<file path="config.mk">
export PLATFORM = sky130hd
export DESIGN_NAME = mpuCommitTop
export DESIGN_NICKNAME = d
export VERILOG_FILES = /design/src/source/mpuPkg.sv /design/src/source/mpuCommitTop.sv /design/src/source/commitTable.sv /design/src/source/executeStage.sv /design/src/source/dispatchStage.sv /design/src/source/ringBufferControl.sv
export SDC_FILE = /design/constraint.sdc
export NUM_CORES = 1
export LEC_CHECK = 0
export ABC_AREA = 1
export BUFFER_PORTS_ARGS = -buffer_cell sky130_fd_sc_hd__buf_2
export CAP_MARGIN = 10
export CORE_ASPECT_RATIO = 1.2
export CORE_UTILIZATION = 45
export DETAILED_ROUTE_END_ITERATION = 16
export SLEW_MARGIN = 20
export SYNTH_ARGS = -nofsm -noshare
export SYNTH_HDL_FRONTEND = slang
export SYNTH_SLANG_ARGS = --single-unit
</file>
<file path="constraint.sdc">
create_clock -name clock -period 2.95 [get_ports clock]
set_input_delay 0.59 -clock clock [delete_from_list [all_inputs] [get_ports clock]]
set_output_delay 0.59 -clock clock [all_outputs]
set_load 0.02 [all_outputs]
</file>
<file path="src/source/mpuPkg.sv">
// Shared MPU definitions for the in-order commit path
//  - table and execution-slot defaults
//  - slot, sequence and latency widths
//  - operation, completion and table-entry structs
//  - head status enum of the commit table

package mpuPkg;

	//////////////////////////////
	// Sizes
	//////////////////////////////

	localparam int TABLE_ENTRIES = 8;		// Commit table depth, power of two
	localparam int EXEC_SLOTS = 4;			// Operations in flight in execute

	localparam int SLOT_BITS = $clog2(TABLE_ENTRIES);
	localparam int SEQ_BITS = 8;			// Wraps at 256
	localparam int LATENCY_BITS = 4;

	//////////////////////////////
	// Scalar types
	//////////////////////////////

	typedef logic [SLOT_BITS-1:0] mpuSlot;			// Commit table index
	typedef logic [SEQ_BITS-1:0] mpuSeqNo;			// Program order number
	typedef logic [LATENCY_BITS-1:0] mpuLatency;	// Cycles, 0 runs as 1

	//////////////////////////////
	// Bundles
	//////////////////////////////

	// One dispatched operation
	typedef struct packed {
		mpuSeqNo seqNo;		// Number given at dispatch
		mpuSlot slot;		// Entry reserved in the commit table
		mpuLatency latency;	// Execute time
	} mpuOp;

	// One finished operation, reported by the aggregator
	typedef struct packed {
		mpuSlot slot;
	} mpuCompletion;

	// Commit table entry, occupancy lives in the ring pointers
	typedef struct packed {
		logic committed;	// Execution finished
		mpuSeqNo seqNo;
	} mpuTableEntry;

	// Status of the table head
	typedef enum logic {
		empty,
		holding
	} commitState;

endpackage
</file>
<file path="src/source/mpuCommitTop.sv">
// Top level of the MPU commit path
//  - dispatch, out-of-order execute and in-order commit table
//  - table depth and slot count set here

module mpuCommitTop #(
	parameter int tableEntries = mpuPkg::TABLE_ENTRIES,
	parameter int execSlots = mpuPkg::EXEC_SLOTS
) (
	input logic clock,
	input logic reset,
	input logic opValid,						// Operation strobe
	input mpuPkg::mpuLatency opLatency,
	output logic busy,							// Level, strobes dropped while high
	output logic commitValid,					// In-order commit pulse
	output mpuPkg::mpuSeqNo commitSeq
);
	import mpuPkg::*;

	logic issueValid;
	mpuOp issue;
	mpuSlot freeSlot;
	logic tableFull;
	logic execFull;
	logic doneValid;
	mpuCompletion done;

	dispatchStage dispatch (
		.clock(clock),
		.reset(reset),
		.opValid(opValid),
		.opLatency(opLatency),
		.freeSlot(freeSlot),
		.tableFull(tableFull),
		.execFull(execFull),
		.busy(busy),
		.issueValid(issueValid),
		.issue(issue)
	);

	executeStage #(
		.slots(execSlots)
	) execute (
		.clock(clock),
		.reset(reset),
		.issueValid(issueValid),
		.issue(issue),
		.execFull(execFull),
		.doneValid(doneValid),
		.done(done)
	);

	commitTable #(
		.entries(tableEntries)
	) commit (
		.clock(clock),
		.reset(reset),
		.issueValid(issueValid),
		.issue(issue),
		.doneValid(doneValid),
		.done(done),
		.freeSlot(freeSlot),
		.tableFull(tableFull),
		.commitValid(commitValid),
		.commitSeq(commitSeq)
	);

endmodule

</file>
<file path="src/source/commitTable.sv">
// Commit table of the MPU
//  - entries of issued operations in a ring
//  - completion marking by table slot
//  - in-order commit of the head with registered outputs
//  - free slot and full flag with look-ahead for dispatch

module commitTable #(
	parameter int entries = mpuPkg::TABLE_ENTRIES
) (
	input logic clock,
	input logic reset,
	input logic issueValid,						// New operation from dispatch
	input mpuPkg::mpuOp issue,
	input logic doneValid,						// Completion from the aggregator
	input mpuPkg::mpuCompletion done,
	output mpuPkg::mpuSlot freeSlot,
	output logic tableFull,
	output logic commitValid,					// One-cycle pulse
	output mpuPkg::mpuSeqNo commitSeq
);
	import mpuPkg::*;

	mpuTableEntry entryTable [entries];
	mpuSlot writeSlot;		// Ring write pointer
	mpuSlot headSlot;		// Oldest outstanding entry
	mpuSlot nextWrite;
	logic writeEnable;
	logic readEnable;
	logic ringFull;
	logic tableEmpty;
	logic headCommit;
	commitState headState;

	//////////////////////////////
	// Head check
	//////////////////////////////

	assign headState = tableEmpty ? empty : holding;
	assign headCommit = (headState == holding) & entryTable[headSlot].committed;

	// Dispatch did the full check
	assign writeEnable = issueValid;
	assign readEnable = headCommit;

	//////////////////////////////
	// Slot handed to dispatch
	//////////////////////////////

	assign nextWrite = (writeSlot == mpuSlot'(entries - 1)) ? '0 : writeSlot + 1'b1;
	assign freeSlot = issueValid ? nextWrite : writeSlot;	// Skip the pending write
	// Last free entry already taken by the issue in flight
	assign tableFull = ringFull | (issueValid & (nextWrite == headSlot));

	//////////////////////////////
	// Entries
	//////////////////////////////

	always_ff @(posedge clock) begin
		if (reset) begin
			for (int i = 0; i < entries; i++) begin
				entryTable[i] <= '0;
			end
		end
		else begin
			if (doneValid) entryTable[done.slot].committed <= 1'b1;
			if (writeEnable) begin
				entryTable[writeSlot].committed <= 1'b0;	// Never the completing entry
				entryTable[writeSlot].seqNo <= issue.seqNo;
			end
		end
	end

	// Commit outputs
	always_ff @(posedge clock) begin
		if (reset) begin
			commitValid <= 1'b0;
			commitSeq <= '0;
		end
		else begin
			commitValid <= headCommit;
			if (headCommit) commitSeq <= entryTable[headSlot].seqNo;
		end
	end

	ringBufferControl #(
		.entries(entries)
	) ringPointers (
		.clock(clock),
		.reset(reset),
		.writeEnable(writeEnable),
		.readEnable(readEnable),
		.writeAddress(writeSlot),
		.readAddress(headSlot),
		.full(ringFull),
		.empty(tableEmpty)
	);

endmodule

</file>
<file path="src/source/executeStage.sv">
// Out-of-order execute stage of the MPU
//  - slots holding a table slot and a latency countdown
//  - lowest free slot loads each issue
//  - completion aggregator releasing one ready slot per cycle
//  - execFull with look-ahead for the issue in flight

module executeStage #(
	parameter int slots = mpuPkg::EXEC_SLOTS
) (
	input logic clock,
	input logic reset,
	input logic issueValid,
	input mpuPkg::mpuOp issue,
	output logic execFull,
	output logic doneValid,						// One-cycle pulse
	output mpuPkg::mpuCompletion done
);
	import mpuPkg::*;

	localparam int INDEX_BITS = (slots > 1) ? $clog2(slots) : 1;
	localparam int COUNT_BITS = $clog2(slots + 1);

	// State of one execution slot
	typedef struct packed {
		logic busy;
		mpuSlot tableSlot;		// Entry to mark on completion
		mpuLatency remaining;	// Zero while busy means ready
	} execEntry;

	execEntry slotState [slots];
	logic [slots-1:0] readyMask;
	logic [slots-1:0] freeMask;
	logic [INDEX_BITS-1:0] pickIndex;	// Aggregator choice
	logic [INDEX_BITS-1:0] loadIndex;	// Slot for the incoming issue
	logic [COUNT_BITS-1:0] freeCount;
	logic anyReady;
	mpuLatency loadLatency;

	assign loadLatency = (issue.latency == '0) ? mpuLatency'(1) : issue.latency;

	//////////////////////////////
	// Slot scan
	//////////////////////////////

	always_comb begin
		readyMask = '0;
		freeMask = '0;
		pickIndex = '0;
		loadIndex = '0;
		freeCount = '0;
		for (int i = 0; i < slots; i++) begin
			readyMask[i] = slotState[i].busy & (slotState[i].remaining == '0);
			freeMask[i] = ~slotState[i].busy;
			freeCount = freeCount + COUNT_BITS'(freeMask[i]);
		end
		// Walk down so the lowest index wins
		for (int i = slots - 1; i >= 0; i--) begin
			if (readyMask[i]) pickIndex = INDEX_BITS'(i);
			if (freeMask[i]) loadIndex = INDEX_BITS'(i);
		end
		anyReady = |readyMask;
	end

	// Leave room for the issue already registered in dispatch
	assign execFull = (freeCount == '0) | (issueValid & (freeCount == COUNT_BITS'(1)));

	//////////////////////////////
	// Slots
	//////////////////////////////

	always_ff @(posedge clock) begin
		if (reset) begin
			for (int i = 0; i < slots; i++) begin
				slotState[i].busy <= 1'b0;
			end
		end
		else begin
			for (int i = 0; i < slots; i++) begin
				if (slotState[i].busy && slotState[i].remaining != '0) begin
					slotState[i].remaining <= slotState[i].remaining - 1'b1;
				end
			end
			if (anyReady) slotState[pickIndex].busy <= 1'b0;	// Released, waiters stay
			if (issueValid) begin
				slotState[loadIndex].busy <= 1'b1;	// Free slot, never the picked one
				slotState[loadIndex].tableSlot <= issue.slot;
				slotState[loadIndex].remaining <= loadLatency;
			end
		end
	end

	//////////////////////////////
	// Completion aggregator
	//////////////////////////////

	always_ff @(posedge clock) begin
		if (reset) doneValid <= 1'b0;
		else doneValid <= anyReady;		// Cycle after selection
	end

	always_ff @(posedge clock) begin
		if (anyReady) done.slot <= slotState[pickIndex].tableSlot;
	end

endmodule

</file>
<file path="src/source/dispatchStage.sv">
// Dispatch stage of the MPU commit path
//  - accepts operation strobes while not busy
//  - numbers operations in program order
//  - reserves the commit table slot and registers the issue

module dispatchStage (
	input logic clock,
	input logic reset,
	input logic opValid,						// Operation strobe
	input mpuPkg::mpuLatency opLatency,
	input mpuPkg::mpuSlot freeSlot,				// Next table slot to fill
	input logic tableFull,
	input logic execFull,
	output logic busy,							// Strobes ignored while high
	output logic issueValid,
	output mpuPkg::mpuOp issue
);
	import mpuPkg::*;

	mpuSeqNo seqCounter;		// Number of the next accepted operation
	logic accept;

	//////////////////////////////
	// Full check
	//////////////////////////////

	// Both inputs already count the issue still in flight
	assign busy = tableFull | execFull;
	assign accept = opValid & ~busy;

	//////////////////////////////
	// Issue register
	//////////////////////////////

	always_ff @(posedge clock) begin
		if (reset) begin
			issueValid <= 1'b0;
		end
		else begin
			issueValid <= accept;	// One cycle after the strobe
		end
	end

	// Payload, only meaningful with issueValid
	always_ff @(posedge clock) begin
		if (accept) begin
			issue.seqNo <= seqCounter;
			issue.slot <= freeSlot;
			issue.latency <= opLatency;
		end
	end

	//////////////////////////////
	// Sequence counter
	//////////////////////////////

	always_ff @(posedge clock) begin
		if (reset) begin
			seqCounter <= '0;
		end
		else if (accept) begin
			seqCounter <= seqCounter + 1'b1;	// Wraps at 256
		end
	end

endmodule

</file>
<file path="src/source/ringBufferControl.sv">
// Pointer controller for a circular table
//  - write and read pointers with wrap at the table depth
//  - occupancy count with full and empty flags

module ringBufferControl #(
	parameter int entries = mpuPkg::TABLE_ENTRIES
) (
	input logic clock,
	input logic reset,
	input logic writeEnable,					// Allocate one entry
	input logic readEnable,						// Release the oldest entry
	output mpuPkg::mpuSlot writeAddress,
	output mpuPkg::mpuSlot readAddress,
	output logic full,
	output logic empty
);
	import mpuPkg::*;

	localparam int COUNT_BITS = $clog2(entries + 1);
	localparam mpuSlot LAST_SLOT = mpuSlot'(entries - 1);

	logic [COUNT_BITS-1:0] count;		// Entries in use
	mpuSlot nextWrite;
	mpuSlot nextRead;

	// Wrap explicitly, depth may be below the slot range
	assign nextWrite = (writeAddress == LAST_SLOT) ? '0 : writeAddress + 1'b1;
	assign nextRead = (readAddress == LAST_SLOT) ? '0 : readAddress + 1'b1;

	assign full = (count == COUNT_BITS'(entries));
	assign empty = (count == '0);

	//////////////////////////////
	// Pointers
	//////////////////////////////

	always_ff @(posedge clock) begin
		if (reset) begin
			writeAddress <= '0;
			readAddress <= '0;
		end
		else begin
			if (writeEnable) begin
				writeAddress <= nextWrite;
			end
			if (readEnable) begin
				readAddress <= nextRead;
			end
		end
	end

	//////////////////////////////
	// Occupancy
	//////////////////////////////

	always_ff @(posedge clock) begin
		if (reset) begin
			count <= '0;
		end
		else begin
			case ({writeEnable, readEnable})
				2'b10: count <= count + 1'b1;
				2'b01: count <= count - 1'b1;
				default: count <= count;	// Both or none, level unchanged
			endcase
		end
	end

endmodule

</file>
==> results.ini <==
[status]
status = complete, no violations

[clock_tree]
clockRootBuffer = clkbuf_16
clkTransAtPathRegs_ns = 0.06
clock-sinks = 154
clock_latency_ns = 0.43
numCtsBuffers = 17
htreeDepth = 4
cts_tree = done
hold_buffers = 0
clockBufferDepth = 2

[finish]
drive_gt1_frac = 0.1153
num-fill-cells = 1490
final_area_sq_um = 8095
final_cell_mix = nand2_1, nor2_1, edfxtp_1
fin_nets = 855
antenna_cells = 0
seq_area_sq_um = 4192
area_delta_synth_final_pct = 12.60
multiInputGateArea_sq_um = 2481
final_common_cell = nand2_1

[power_and_ir_drop]
pwr-share-seq = 0.496
power_frac_clock = 0.431
comb_power_share = 0.073
p_switching_mw = 1.194
power.internal_mw = 3.787
irDropWorstVdd_mv = 0.4275
p_per_area_nw_per_um2 = 615.4
swShare = 0.2398
total_leakage_power_nw = 3.519

[global_routing]
grt_pass1_vias = 5311
antenna_found_initial = 0
overflow = 0
grt_pass1_wl_um = 25670
grt_max_degree = 37
grt_use_total = 0.2019

[setup_path]
cp_top_family = adder cells
worstSetupPathType = register to output port
crit_fanout = 4
crit_chain = inv_2 > ha_1 > fa_2 > ha_1 > nor2_1 > nand2_1 > nand2_2 > inv_1 > nand2_2 > buf_6
start_kind = register
crit_slowest_cell = dfxtp_4
critPathMaxStageDelay_ns = 0.36
cp_num_buf_inv = 3
crit_path_end_kind = output port
reg2reg_to = commit.ringPointers.count[2]
worst_ep_arrival_time_ns = 2.24
path_depth = 10
reg2reg_slack_ns = 0.23
cp_data_required_time_ns = 2.36
rr_worst_depth = 15

[logic_synthesis]
synth_cells = 802
syn_avg_cell_area_sq_um = 8.964
yosysSeqAreaShare = 0.5820
syn-cell-area_sq_um = 7189
async_reset_ff_frac = 0
synthFlopType = edfxtp_1
synth-edff-count = 110
ys_seq_elements = 154
ys_warn_count = 0
synth_cell_type_count = 32
synth_fp_nets = 829

[die]
rows = 50
initial_core_util = 0.4597
fp.dieArea_sq_um = 16490
dieWidth_um = 117.4
pin_count = 17
die_h_um = 140.5
coreArea_sq_um = 15640

[min_path]
holdPathStages = 1
min_to = dispatch.issue[2]
hp-class = input port to register
min_from = opLatency[2]

[detailed_routing]
drt_pass1_iterations = 5
drt_iter0_drc = 373
top_layer_used = met4
avgRoutedWirePerCell_um = 14.90
routed_wl_um = 15630
ant_nets = 0
wl_met3_um = 543
drt-met1-wl_um = 6491
remaining_drc_errors = 0
met2WireLength_um = 8211
num_vias = 5262
avgViaCountPerCell = 5.016

[sta]
fin_crit_sh = 0.9581
fin_crit_ns = 2.826
skew_ns = 0.01939
setup_viol = 0
hold_viol_final = 0
rsz0062_at_grt = false
holdWs_ns = 0.3385
tightest_slew_ns = 0.4683
maxSlewViolCount = 0
fmax_mhz = 353.8
tns_ns = 0
slew_headroom = 0.6870

[placement]
place_congestion = 0.8207
place_area_sq_um = 7488
port_buffers = 16
hpwlAfterDp_um = 11160

[flow_run]
max_cap_violations = 0

-- kinds of logic after synthesis --
logic type / after synthesis / synth area share
and+or+nand+nor: 446 / 0.2640
DFF: 154 / 0.5820
buffers and inverters: 128 / 0.07396
AOI/OAI and AO/OA: 44 / 0.03202
adders and majority gates: 20 / 0.03585
xor gates and xnor gates: 10 / 0.01218
-- routing by layer --
metal,up-vias,track usage
met2,104,0.3715
met4,0,0.09433
li1,2648,-
met3,24,0.03990
met1,2486,0.2228
met5,-,0
-- sequential cells by signal (all words and copies together), names as in the netlist, 4 cells and up, named ones only --
| name | count |
|---|---|
| commit.commitSeq | 8 |
| commit.entryTable | 72 |
| commit.ringPointers.count | 4 |
| dispatch.issue | 15 |
| dispatch.seqCounter | 8 |
| execute.slotState | 32 |
-- power groups by stage --
stage / Clock, mW / Combinational [mW] / Sequential, mW
floorplan: 0 / 0.244 / 2.50
detailed placement: 0 / 0.357 / 2.52
CTS: 2.18 / 0.364 / 2.47
global route: 2.26 / 0.407 / 2.48
finish: 2.15 / 0.362 / 2.47
global placement: 0 / 0.348 / 2.52
-- synth_stat cells, types with 4 or more instances --
cell,count,share of area
nand2_1,195,0.10
nor2_2,9,0.0078
a21oi_1,11,0.0077
nand2_2,4,0.0035
dfxtp_1,44,0.12
o21ai_1,10,0.0070
buf_2,12,0.0084
ha_1,19,0.033
inv_1,93,0.049
nand3_1,94,0.065
nor2_1,125,0.065
o21ai_0,19,0.013
xor2_1,9,0.011
edfxtp_1,110,0.46
nand4_1,10,0.0087
inv_2,14,0.0073
-- stage by stage --
step             util  worst slack, ns  total power [mW]  instances
2_1_floorplan       -           0.4550             2.743        802
4_1_cts        0.5170          0.01120             5.016       1049
6_report       0.5176           0.1235             4.982       1049
3_5_place_dp   0.4788           0.2982             2.876       1017
5_1_grt        0.5176         0.005530             5.144       1049
3_3_place_gp   0.4788           0.4135             2.864       1017
-- layout make-up --
class,count,share of cell area
timing repair buffer,27,0.02087
multi-input combinational,520,0.3065
clock inverter,14,0.01808
clock buffer,18,0.05425
inverter,108,0.05039
sequential,154,0.5178
tap,208,0.03215
-- worst reg2reg max path: stages, from the launching register on --
cell and delay, ns:
dfxtp_1 0.50, inv_4 0.22, nand2_1 0.13, nand3_1 0.09, nand3_2 0.13, nand3_4 0.25, inv_1 0.16, ha_1 0.22
nand2_1 0.09, inv_1 0.06, nor2_1 0.06, ha_1 0.18, a21oi_1 0.19, xnor2_1 0.12, o21ai_0 0.15, inv_1 0.05
-- how the worst max path moves through the flow --
stage / from / to / slack, ns
after detailed placement: register / commit.ringPointers.count[2] / 0.30
after global routing: execute.slotState[1][7] / busy / 0.006
after global placement: execute.slotState[1][7] / busy / 0.41
after CTS: execute.slotState[1][7] / busy / 0.01
final: execute.slotState[1][7] / busy / 0.12
after floorplan: execute.slotState[1][7] / busy / 0.46
-- what timing repair did --
action / in CTS / in global routing
endpoints found under the setup margin: 1 / 1
cloned: 0 / 0
resized for setup: 5 / 5
buffers inserted: 0 / 0
(Power assumes the default switching activity.)
